**config.mk**
```make
export PLATFORM = sky130hd
export DESIGN_NAME = spi_lcd_top
export DESIGN_NICKNAME = d
export VERILOG_FILES = /design/src/source/spi_lcd_pkg.sv /design/src/source/axil_spi_regs.sv /design/src/source/spi_cmd_fifo.sv /design/src/source/spi_byte_engine.sv /design/src/source/spi_lcd_top.sv
export SDC_FILE = /design/constraint.sdc
export NUM_CORES = 1
export LEC_CHECK = 0
export ABC_AREA = 1
export ABC_CLOCK_PERIOD_IN_PS = 2900
export BUFFER_PORTS_ARGS = -buffer_cell sky130_fd_sc_hd__buf_2
export CORE_MARGIN = 1.5
export CORE_UTILIZATION = 50
export CTS_CLUSTER_SIZE = 16
export DETAILED_ROUTE_END_ITERATION = 6
export PLACE_DENSITY = 0.74
export SYNTH_ARGS = -nofsm -noshare
export SYNTH_HDL_FRONTEND = slang
export SYNTH_SLANG_ARGS = --single-unit
```
**constraint.sdc**
```tcl
create_clock -name clk -period 2.9 [get_ports clk]
set_input_delay 0.29 -clock clk [delete_from_list [all_inputs] [get_ports clk]]
set_output_delay 0.29 -clock clk [all_outputs]
set_load 0.03 [all_outputs]
```
**src/source/spi_lcd_pkg.sv**
```systemverilog
// Shared definitions for the SPI LCD master
// Register map, AXI4-Lite channel payloads and the queued command word
package spi_lcd_pkg;

   localparam int axil_addr_w = 4;   // Byte address inside the register map
   localparam int axil_data_w = 32;  // Full word, no strobes

   // Register map, word aligned
   localparam logic [axil_addr_w-1:0] reg_ctrl   = 4'h0;  // Bits 1:0 SCLK divider
   localparam logic [axil_addr_w-1:0] reg_status = 4'h4;  // Busy, full, empty, rx_valid
   localparam logic [axil_addr_w-1:0] reg_txdata = 4'h8;  // Write pushes one command
   localparam logic [axil_addr_w-1:0] reg_rxdata = 4'hC;  // Read clears rx_valid

   // AXI response codes
   localparam logic [1:0] resp_okay   = 2'b00;
   localparam logic [1:0] resp_slverr = 2'b10;

   // One queued byte, same bit layout as the TXDATA word
   typedef struct packed {
      logic       end_txn;  // Release chip select after this byte
      logic       dc;       // Level for the DC pin
      logic [7:0] data;     // Byte to shift out
   } spi_cmd_t;

   typedef struct packed {
      logic [axil_addr_w-1:0] addr;
   } axil_aw_t;

   typedef struct packed {
      logic [axil_addr_w-1:0] addr;
   } axil_ar_t;

   typedef struct packed {
      logic [axil_data_w-1:0] data;
   } axil_w_t;

   // Read data channel payload
   typedef struct packed {
      logic [axil_data_w-1:0] data;
      logic [1:0]             resp;
   } axil_r_t;

endpackage

```
**src/source/axil_spi_regs.sv**
```systemverilog
// AXI4-Lite register block of the SPI LCD master
// Holds the divider and the last received byte, builds status, pushes TXDATA writes
`timescale 1ns/1ps

module axil_spi_regs #(
   parameter logic [1:0] div_reset = 2'd1  // SCLK divider after reset
) (
   input  logic                  clk,
   input  logic                  rstn,
   // Write address and write data, accepted together
   input  logic                  awvalid,
   output logic                  awready,
   input  spi_lcd_pkg::axil_aw_t aw,
   input  logic                  wvalid,
   output logic                  wready,
   input  spi_lcd_pkg::axil_w_t  w,
   // Write response
   output logic                  bvalid,
   input  logic                  bready,
   output logic [1:0]            bresp,
   // Read address and read data
   input  logic                  arvalid,
   output logic                  arready,
   input  spi_lcd_pkg::axil_ar_t ar,
   output logic                  rvalid,
   input  logic                  rready,
   output spi_lcd_pkg::axil_r_t  r,
   // Command queue
   input  logic                  full,
   input  logic                  empty,
   output logic                  push_valid,
   output spi_lcd_pkg::spi_cmd_t push_cmd,
   // Byte engine
   input  logic                  busy,
   input  logic                  rx_strobe,
   input  logic [7:0]            rx_byte,
   output logic [1:0]            divider
);
   import spi_lcd_pkg::*;

   logic                   wr_accept;  // AW and W taken this cycle
   logic                   rd_accept;  // AR taken this cycle
   logic [1:0]             wr_resp;
   logic [axil_data_w-1:0] rd_data;
   logic [1:0]             rd_resp;
   logic [7:0]             rx_data;    // Last byte from MISO
   logic                   rx_valid;

   // One write at a time, both channels in the same cycle
   assign wr_accept = awvalid & wvalid & ~bvalid;
   assign awready   = wr_accept;
   assign wready    = wr_accept;
   assign arready   = ~rvalid;                 // No new read while R is pending
   assign rd_accept = arvalid & arready;

   // TXDATA write goes straight into the queue unless it is full
   assign push_valid = wr_accept & (aw.addr == reg_txdata) & ~full;
   assign push_cmd   = spi_cmd_t'(w.data[9:0]);

   always_comb begin
      case (aw.addr)
         reg_ctrl, reg_status, reg_rxdata: wr_resp = resp_okay;
         reg_txdata: wr_resp = full ? resp_slverr : resp_okay;  // Dropped push
         default:    wr_resp = resp_slverr;
      endcase
   end

   // Read mux, unused offsets answer SLVERR
   always_comb begin
      rd_data = '0;
      rd_resp = resp_okay;
      case (ar.addr)
         reg_ctrl:   rd_data[1:0] = divider;
         reg_status: rd_data[3:0] = {rx_valid, empty, full, busy};
         reg_txdata: rd_data = '0;              // Write only, reads as zero
         reg_rxdata: rd_data[7:0] = rx_data;
         default:    rd_resp = resp_slverr;
      endcase
   end

   // B channel and divider
   always_ff @(posedge clk) begin
      if (!rstn) begin
         bvalid  <= 1'b0;
         divider <= div_reset;
      end else begin
         if (wr_accept) begin
            bvalid <= 1'b1;                    // Response one cycle after acceptance
            if (aw.addr == reg_ctrl) begin
               divider <= w.data[1:0];         // Engine picks it up at next command
            end
         end else if (bready) begin
            bvalid <= 1'b0;
         end
      end
   end

   always_ff @(posedge clk) begin
      if (wr_accept) begin
         bresp <= wr_resp;
      end
   end

   // R channel and receive flag
   always_ff @(posedge clk) begin
      if (!rstn) begin
         rvalid   <= 1'b0;
         rx_valid <= 1'b0;
      end else begin
         if (rd_accept) begin
            rvalid <= 1'b1;
         end else if (rready) begin
            rvalid <= 1'b0;
         end
         // A fresh byte wins over a read that clears the flag
         if (rx_strobe) begin
            rx_valid <= 1'b1;
         end else if (rd_accept && ar.addr == reg_rxdata) begin
            rx_valid <= 1'b0;
         end
      end
   end

   always_ff @(posedge clk) begin
      if (rd_accept) begin
         r.data <= rd_data;
         r.resp <= rd_resp;
      end
      if (rx_strobe) begin
         rx_data <= rx_byte;                   // Only the last byte is kept
      end
   end

endmodule

```
**src/source/spi_cmd_fifo.sv**
```systemverilog
// Command queue between the register block and the byte engine
// Circular buffer with an occupancy count, push and pop in the same cycle allowed
`timescale 1ns/1ps

module spi_cmd_fifo #(
   parameter int fifo_depth = 4  // Number of queued commands
) (
   input  logic                  clk,
   input  logic                  rstn,
   input  logic                  push_valid,
   input  spi_lcd_pkg::spi_cmd_t push_cmd,
   output logic                  full,
   output logic                  empty,
   output logic                  cmd_valid,
   output spi_lcd_pkg::spi_cmd_t cmd,
   input  logic                  cmd_ready
);
   import spi_lcd_pkg::*;

   localparam int ptr_w = (fifo_depth > 1) ? $clog2(fifo_depth) : 1;
   localparam int cnt_w = $clog2(fifo_depth + 1);

   spi_cmd_t         mem [fifo_depth];
   logic [ptr_w-1:0] wr_ptr;
   logic [ptr_w-1:0] rd_ptr;
   logic [cnt_w-1:0] count;    // Entries held
   logic             push;
   logic             pop;

   assign full      = (count == cnt_w'(fifo_depth));
   assign empty     = (count == '0);
   assign cmd_valid = ~empty;
   assign cmd       = mem[rd_ptr];           // Head of queue
   assign push      = push_valid & ~full;    // Extra push is ignored
   assign pop       = cmd_valid & cmd_ready;

   always_ff @(posedge clk) begin
      if (push) begin
         mem[wr_ptr] <= push_cmd;
      end
   end

   always_ff @(posedge clk) begin
      if (!rstn) begin
         wr_ptr <= '0;
         rd_ptr <= '0;
         count  <= '0;
      end else begin
         if (push) begin
            wr_ptr <= (wr_ptr == ptr_w'(fifo_depth - 1)) ? '0 : wr_ptr + 1'b1;  // Wrap
         end
         if (pop) begin
            rd_ptr <= (rd_ptr == ptr_w'(fifo_depth - 1)) ? '0 : rd_ptr + 1'b1;
         end
         case ({push, pop})
            2'b10:   count <= count + 1'b1;
            2'b01:   count <= count - 1'b1;
            default: count <= count;         // Both or neither
         endcase
      end
   end

endmodule

```
**src/source/spi_byte_engine.sv**
```systemverilog
// SPI mode 0 byte engine, MSB first
// Takes one command, shifts its byte out on MOSI and captures one byte from MISO
`timescale 1ns/1ps

module spi_byte_engine (
   input  logic                  clk,
   input  logic                  rstn,
   input  logic                  cmd_valid,
   input  spi_lcd_pkg::spi_cmd_t cmd,
   output logic                  cmd_ready,
   input  logic [1:0]            divider,      // Half period is divider+1 clocks
   output logic                  busy,
   output logic [7:0]            rx_byte,
   output logic                  rx_strobe,    // One cycle, as busy falls
   input  logic                  spi_miso,
   output logic                  spi_select,   // Active low
   output logic                  spi_clk_out,
   output logic                  spi_mosi,
   output logic                  spi_dc
);

   logic [7:0] tx_sh;       // Outgoing bits, MSB on the pin
   logic [7:0] rx_sh;       // Incoming bits
   logic       end_txn_l;
   logic [1:0] div_l;       // Divider latched per byte
   logic [1:0] half_cnt;    // Clocks into current half period
   logic [2:0] bit_cnt;     // Bits left after the current one
   logic       take;
   logic       half_done;   // SCLK edge this cycle

   assign cmd_ready = ~busy;                 // Only idle takes a command
   assign take      = cmd_valid & cmd_ready;
   assign half_done = busy & (half_cnt == div_l);
   assign spi_mosi  = tx_sh[7];
   assign rx_byte   = rx_sh;                 // Stable until next rising edge

   always_ff @(posedge clk) begin
      if (!rstn) begin
         busy        <= 1'b0;
         spi_select  <= 1'b1;
         spi_clk_out <= 1'b0;
         half_cnt    <= '0;
         bit_cnt     <= '0;
         rx_strobe   <= 1'b0;
      end else begin
         rx_strobe <= 1'b0;
         if (take) begin
            busy        <= 1'b1;
            spi_select  <= 1'b0;             // Falls on the cycle the command is taken
            spi_clk_out <= 1'b0;
            half_cnt    <= '0;
            bit_cnt     <= 3'd7;
         end else if (busy) begin
            if (half_done) begin
               half_cnt    <= '0;
               spi_clk_out <= ~spi_clk_out;
               // Falling edge closes a bit
               if (spi_clk_out) begin
                  if (bit_cnt == '0) begin
                     busy       <= 1'b0;
                     spi_select <= end_txn_l;  // Stays low inside a transaction
                     rx_strobe  <= 1'b1;
                  end else begin
                     bit_cnt <= bit_cnt - 1'b1;
                  end
               end
            end else begin
               half_cnt <= half_cnt + 1'b1;
            end
         end
      end
   end

   // Data path
   always_ff @(posedge clk) begin
      if (take) begin
         tx_sh     <= cmd.data;
         spi_dc    <= cmd.dc;
         end_txn_l <= cmd.end_txn;
         div_l     <= divider;
      end else if (half_done) begin
         if (spi_clk_out) begin
            tx_sh <= {tx_sh[6:0], 1'b0};     // Shift on falling edge
         end else begin
            rx_sh <= {rx_sh[6:0], spi_miso};  // Sample on rising edge
         end
      end
   end

endmodule

```
**src/source/spi_lcd_top.sv**
```systemverilog
// SPI LCD master top level
// AXI4-Lite registers feed a command queue that drives the SPI byte engine
`timescale 1ns/1ps

module spi_lcd_top #(
   parameter int         fifo_depth = 4,     // Command queue entries
   parameter logic [1:0] div_reset  = 2'd1   // SCLK divider after reset
) (
   input  logic                  clk,
   input  logic                  rstn,
   input  logic                  awvalid,
   output logic                  awready,
   input  spi_lcd_pkg::axil_aw_t aw,
   input  logic                  wvalid,
   output logic                  wready,
   input  spi_lcd_pkg::axil_w_t  w,
   output logic                  bvalid,
   input  logic                  bready,
   output logic [1:0]            bresp,
   input  logic                  arvalid,
   output logic                  arready,
   input  spi_lcd_pkg::axil_ar_t ar,
   output logic                  rvalid,
   input  logic                  rready,
   output spi_lcd_pkg::axil_r_t  r,
   input  logic                  spi_miso,
   output logic                  spi_select,
   output logic                  spi_clk_out,
   output logic                  spi_mosi,
   output logic                  spi_dc
);
   import spi_lcd_pkg::*;

   logic       push_valid;
   spi_cmd_t   push_cmd;
   logic       full;
   logic       empty;
   logic       cmd_valid;
   spi_cmd_t   cmd;          // Queue head
   logic       cmd_ready;
   logic [1:0] divider;
   logic       busy;
   logic [7:0] rx_byte;
   logic       rx_strobe;

   axil_spi_regs #(
      .div_reset (div_reset)
   ) regs_i (
      .clk        (clk),
      .rstn       (rstn),
      .awvalid    (awvalid),
      .awready    (awready),
      .aw         (aw),
      .wvalid     (wvalid),
      .wready     (wready),
      .w          (w),
      .bvalid     (bvalid),
      .bready     (bready),
      .bresp      (bresp),
      .arvalid    (arvalid),
      .arready    (arready),
      .ar         (ar),
      .rvalid     (rvalid),
      .rready     (rready),
      .r          (r),
      .full       (full),
      .empty      (empty),
      .push_valid (push_valid),
      .push_cmd   (push_cmd),
      .busy       (busy),
      .rx_strobe  (rx_strobe),
      .rx_byte    (rx_byte),
      .divider    (divider)
   );

   spi_cmd_fifo #(
      .fifo_depth (fifo_depth)
   ) fifo_i (
      .clk        (clk),
      .rstn       (rstn),
      .push_valid (push_valid),
      .push_cmd   (push_cmd),
      .full       (full),
      .empty      (empty),
      .cmd_valid  (cmd_valid),
      .cmd        (cmd),
      .cmd_ready  (cmd_ready)
   );

   spi_byte_engine engine_i (
      .clk         (clk),
      .rstn        (rstn),
      .cmd_valid   (cmd_valid),
      .cmd         (cmd),
      .cmd_ready   (cmd_ready),
      .divider     (divider),
      .busy        (busy),
      .rx_byte     (rx_byte),
      .rx_strobe   (rx_strobe),
      .spi_miso    (spi_miso),
      .spi_select  (spi_select),
      .spi_clk_out (spi_clk_out),
      .spi_mosi    (spi_mosi),
      .spi_dc      (spi_dc)
   );

endmodule

```
======== Word-level counts from Yosys, hierarchy flattened ========
Memories as Yosys holds them, arrays and structs flattened. A register that Yosys moved wholly into a read port is not among the register bits.
Index checks and enable logic that the tools add are counted.
operators by class
  add/sub/neg operators ................... 6
  eq/ne operators ......................... 13
  mux-type cells .......................... 38
  bitwise gates (word level) .............. 17
  reductions and logical operators ........ 23
operator list
  kind                                                                 number
  8-bit 2-to-1 mux                                                     3
  1-bit 2-to-1 mux                                                     19
  4-bit == test (second input constant)                                4
  2-bit nonzero test                                                   8
  3-bit 2-to-1 mux                                                     5
  2-bit 2-to-1 mux                                                     7
  1-bit NOT                                                            9
  1-bit bitwise AND                                                    8
  4-bit by 3-bit == test with 1-bit output (second input constant)     2
  4-bit zero test                                                      2
  2-bit case mux with 2 select lines                                   2
  4-bit AND reduction                                                  2
  2-bit by 1-bit adder with 2-bit output (second input constant)       3
  2-bit == test (second input constant)                                3
  3-bit zero test                                                      2
  2-bit case mux with 3 select lines                                   1
  3-bit case mux with 2 select lines                                   1
  2-bit AND reduction                                                  3
  3-bit by 1-bit subtractor with 3-bit output (second input constant)  2
  5-bit OR reduction                                                   1
  4-bit OR reduction                                                   1
  3-bit by 1-bit adder with 3-bit output (second input constant)       1
  3-bit == test (second input constant)                                1
  3-bit AND reduction                                                  1
  other kinds (6)                                                      6
word-level totals
  flip-flop bits (word level) ............. 61
  RAM bits ................................ 40
  input bits .............................. 48
  output and inout bits ................... 45
  logic and storage cells ................. 121
  memories ................................ 1
memory list
  memory      depth  width  read ports  clocked after Yosys merged registers in  wr ports  RTL line            text
  fifo_i.mem  4      10     1           1                                        1         spi_cmd_fifo.sv:23  spi_cmd_t mem [fifo_depth];

======== Longest topological paths before layout ========
  word-level depth ........................ 7
  gate-level depth with buffers ........... 12
  mapped depth without buffers ............ 12

======== By module ========
From an unflattened synthesis, not the netlist that was laid out.
unflattened totals
  cell total of the unflattened synthesis .. 413
  area, all modules ....................... 4464.3 um^2
by module, submodules not included
  module           times used  cells an instance  area an instance (um^2)  sequential area each (um^2)
  spi_cmd_fifo     1           168                1984.4                   1381.3
  axil_spi_regs    1           127                1255.0                   640.6
  spi_byte_engine  1           118                1224.9                   780.7

======== Worst setup path before layout ========
Ideal clock, no wire load.
  kind .................................... register -> register
  start point ............................. register regs_i.bvalid
  end point ............................... register fifo_i.count[1]
  setup time .............................. 0.064 ns
  arrival ................................. 2.025 ns
  data required time ...................... 2.836 ns
  setup slack ............................. 0.811 ns
  stages on the path, launching flop included .. 11
  buffers on the path ..................... 0
  cells stage by stage .................... dfxtp_1 > nor2_2 > nand2_1 > nor2_2 > inv_2 > ha_1 > inv_1 > fa_1 > nor2_1 > a21oi_1 > nor2_1
on the way
  longest elaborated chain between the ends .. 7
RTL lines
  element                                                                           RTL line             text
  start, declared                                                                   axil_spi_regs.sv:18  output logic bvalid,
  start signal, assigned                                                            axil_spi_regs.sv:84  bvalid <= 1'b0;
  start signal, assigned                                                            axil_spi_regs.sv:88  bvalid <= 1'b1;
  start signal, assigned                                                            axil_spi_regs.sv:93  bvalid <= 1'b0;
  1-bit NOT *                                                                       axil_spi_regs.sv:50  assign wr_accept = awvalid & wvalid & ~bvalid;
  1-bit bitwise AND *                                                               axil_spi_regs.sv:50
  net awready                                                                       spi_lcd_top.sv:12    output logic awready,
  1-bit bitwise AND * (2 in series)                                                 axil_spi_regs.sv:57  assign push_valid = wr_accept & (aw.addr == reg_txdata) & ~full;
  1-bit bitwise AND *                                                               spi_cmd_fifo.sv:34   assign push = push_valid & ~full;
  2-bit by 1-bit == test with 1-bit output / 2-bit == test (equally long branches)  spi_cmd_fifo.sv:55   case ({push, pop})
  3-bit case mux with 2 select lines / 2-bit nonzero test (equally long branches)   n/a
  end signal, assigned                                                              spi_cmd_fifo.sv:56   2'b10: count <= count + 1'b1;
  end signal, assigned                                                              spi_cmd_fifo.sv:57   2'b01: count <= count - 1'b1;
  end signal, assigned                                                              spi_cmd_fifo.sv:58   default: count <= count;
  end, declared                                                                     spi_cmd_fifo.sv:26   logic [cnt_w-1:0] count;
Mark *: on every way through the listed nets, which the timed path passes. The rest lies on a longest branch.
A chain may end at the register's enable or synchronous reset.

======== Worst setup path after layout ========
  start point ............................. register fifo_i.count[0]
  end point ............................... register fifo_i.count[2]
on the way
  longest elaborated chain between the ends .. 6
RTL lines
  element                                                                           RTL line                                 text
  3-bit == test                                                                     spi_cmd_fifo.sv:30                       assign full = (count == cnt_w'(fifo_depth));
  1-bit NOT                                                                         axil_spi_regs.sv:57, spi_cmd_fifo.sv:34
  1-bit bitwise AND                                                                 axil_spi_regs.sv:57
  1-bit bitwise AND                                                                 spi_cmd_fifo.sv:34
  2-bit by 1-bit == test with 1-bit output / 2-bit == test (equally long branches)  spi_cmd_fifo.sv:55
  3-bit case mux with 2 select lines / 2-bit nonzero test (equally long branches)   n/a
Parallel ways exist; a longest one is shown, timed or not.

==> impl_metrics.ini <==
[outcome]
status = complete, no violations

[final_layout]
fin_nets = 483
nFillCells = 691
fin_util_pct = 57.13
fin_area_mm2 = 0.004671
syn_to_final_growth_pct = 11.07
drive_above_1_share_pct = 17.17
antenna_cells = 0

[logic_synthesis]
yosys-top-cells-count = edfxtp_1 (78), nor2_1 (76), inv_1 (42)
synth_area_leaders = edfxtp_1 (56%), dfxtp_1 (11%), nor2_1 (6.8%)
yosys.cell_count.top_type = edfxtp_1
netlist_area_mm2 = 0.004205
ys_ff_latch = 101
synthFlopType = edfxtp_1
synth_top_area_share_pct = 55.70
synthArstFlopShare_pct = 0
synth-edff-count = 78
syn_avg_cell_area_um2 = 11.21
synth-seq-area-share_pct = 66.65
synth_warnings = 0
synth_top_area_cell = edfxtp_1
netlist_instances = 375
synth_cell_types = 32

[setup_path]
timing_worst_setup_path_type = flip-flop to flip-flop
crit_arrival_ns = 2.33
crit_path_end_kind = flip-flop
cp.required_ns = 3.15
crit_fanout = 7
reg2reg_depth = 12
path_cells = inv_1 > nand3_1 > nand2_1 > nor2_2 > inv_2 > ha_1 > inv_1 > fa_1 > a21oi_1 > o21ai_0 > o21ai_0 > a21oi_1
critPathLaunchType = flip-flop
cpPeakStageDelay_ns = 0.37
cpMaxStageDelayCell = fa_1
r2r_slack_ns = 0.82

[run]
maxCapViolations = 0

[clocking]
clkTransAtPathRegs_ns = 0.09
cts.repair.resized = 0
clock_sinks = 101
post_cts_buffers = 0
clockBufferDepth = 2
clkLatencyLatePin_ns = 0.36
hold_buffers = 0
cts-root-buf = clkbuf_8
cts_buffers = 9
cts_max_level = 3
cts_tree = yes

[routing]
drc = 0
vias_per_cell = 4.955
dr.pass1.iters = 4
drtIter0Drc = 151
vias = 2656
ant_nets = 0
wl_per_cell_um = 13.16
wirelength_mm = 7.055

[floorplan]
die-area_mm2 = 0.008970
die_width_um = 94.71
initial_utilization_pct = 51.44
core_area_mm2 = 0.008175
std_cell_rows = 33
die_h_um = 94.71
pin_count = 93

[sta]
rsz0062_at_grt = no
finalCritPeriodShare_pct = 71.86
min_period_ns = 2.084
tightest_slew_ns = 0.6757
slew_headroom_pct = 54.79
hold_violations = 0
tns_ns = 0
fin_hold_ws_ns = 0.1128
setup_viol = 0
slew_violations = 0
fmax_ghz = 0.4799
worst_clock_skew_ns = 0.01114

[global_route]
grt_max_degree = 25
grt_use_met2_pct = 27.56
grt_use_met1_pct = 22.00
grt_usage_pct = 16.91
first_global_vias = 2487
grtUsageMet3_pct = 3.784
antenna_found_initial = 0
grt_pass1_wl_mm = 11.43
grt-busiest-layer = met2
gr-total-overflow = 0

[power_and_ir_drop]
p_per_area_mw_per_mm2 = 892.7
leakagePower_nw = 1.857
irDropWorstVdd_mv = 0.4362

[placement]
place_congestion = 0.8112
placed_area_mm2 = 0.004449
port_buffers = 44
dp.final_hpwl_mm = 4.918

[hold_path]
min_path_type = input port to flip-flop
hold_depth = 1
-- worst max-delay path: cells and delay by family, from the launching register on --
kind                     cells  cell delay (ns)
flip-flops                   1             0.33
AO/OA/AOI/OAI                4             0.47
AND/OR/NAND/NOR              3             0.35
adder cells (fa/ha/maj)      2             0.53
buffers and inverters        3             0.30
-- worst paths after layout --
kind	startpoint	endpoint
min	spi_miso	engine_i.rx_byte[0]
min reg2reg	engine_i.rx_byte[7]	regs_i.rx_data[7]
max	fifo_i.count[0]	fifo_i.count[2]
max reg2reg	fifo_i.count[0]	fifo_i.count[2]
-- cell type report --
cell class	count	area, µm²	share of cell area, %
repair buffers	50	265.3	5.679
clock buffers	10	127.6	2.732
inverters	44	165.2	3.536
multi-input cells	220	1085	23.23
flip-flops and latches	101	2803	60.01
well taps	105	131.4	2.813
clock inverters	6	93.84	2.009
-- kinds of logic (layout without fill, tap and decap cells) --
kind of cell / after synthesis / in the layout / synth area share, %
simple gates: 128 / 128 / 12.94
flops: 101 / 101 / 66.65
buf+inv: 79 / 110 / 9.788
compound gates: 55 / 55 / 7.260
fa+ha+maj: 9 / 9 / 2.856
xor+xnor: 2 / 2 / 0.4166
other cells: 1 / 26 / 0.08917
-- through the flow --
step | instances | power [mW] | setup WS [ns]
after CTS | 536 | 4.191 | 0.8025
after global routing | 536 | 4.451 | 0.5559
after floorplan | 400 | 2.970 | 0.8105
after global placement | 520 | 3.165 | 0.9303
final | 536 | 4.170 | 0.8162
after detailed placement | 520 | 3.229 | 0.8385
-- power by group --
part	switching, mW	total [mW]	internal, mW
Combinational	0.856	1.23	0.376
Clock	0.479	0.973	0.494
Sequential	0.122	1.96	1.84
-- routing by layer --
metal	up-vias	wire, µm	part of all wire [%]
li1	1312	-	-
met1	1261	3167	45
met2	72	3468	49
met3	11	326	4.6
met4	0	92	1.3
met5	-	0	0
-- cells in the final DEF, fill, tap and decap left out --
master	netlist	final
edfxtp_1	78	78
nor2_1	76	76
buf_2	2	44
inv_1	42	42
o21ai_0	32	32
nand2_1	29	29
conb_1	1	26
dfxtp_1	23	23
clkbuf_8	0	9
a21oi_1	8	8
ha_1	8	8
nand3_1	7	7
a31oi_1	7	7
nand4_1	6	6
buf_4	28	6
nor2_2	3	3
o211ai_1	3	3
o22ai_1	2	2
nand3b_1	2	2
nor2_4	2	2
bufinv_16	0	2
inv_6	0	2
nor3_2	1	1
clkinv_1	1	1
inv_2	1	1
xnor2_1	1	1
o211a_1	1	1
o21a_1	1	1
a21oi_2	1	1
nand2_2	1	1
nor3_1	1	1
xor2_1	1	1
fa_1	1	1
clkinv_4	0	1
clkinvlp_4	0	1
clkbuf_1	4	1
-- flip-flops by register name, summed over array words and instances (netlist names), 3 cells and up, named ones only --
| signal | flops |
|---|---|
| fifo_i.count | 3 |
| fifo_i.mem | 40 |
| engine_i.rx_byte | 8 |
| regs_i.rx_data | 8 |
| engine_i.bit_cnt | 3 |
| engine_i.tx_sh | 8 |
| regs_i.r | 9 |
(Power assumes the default switching activity.)
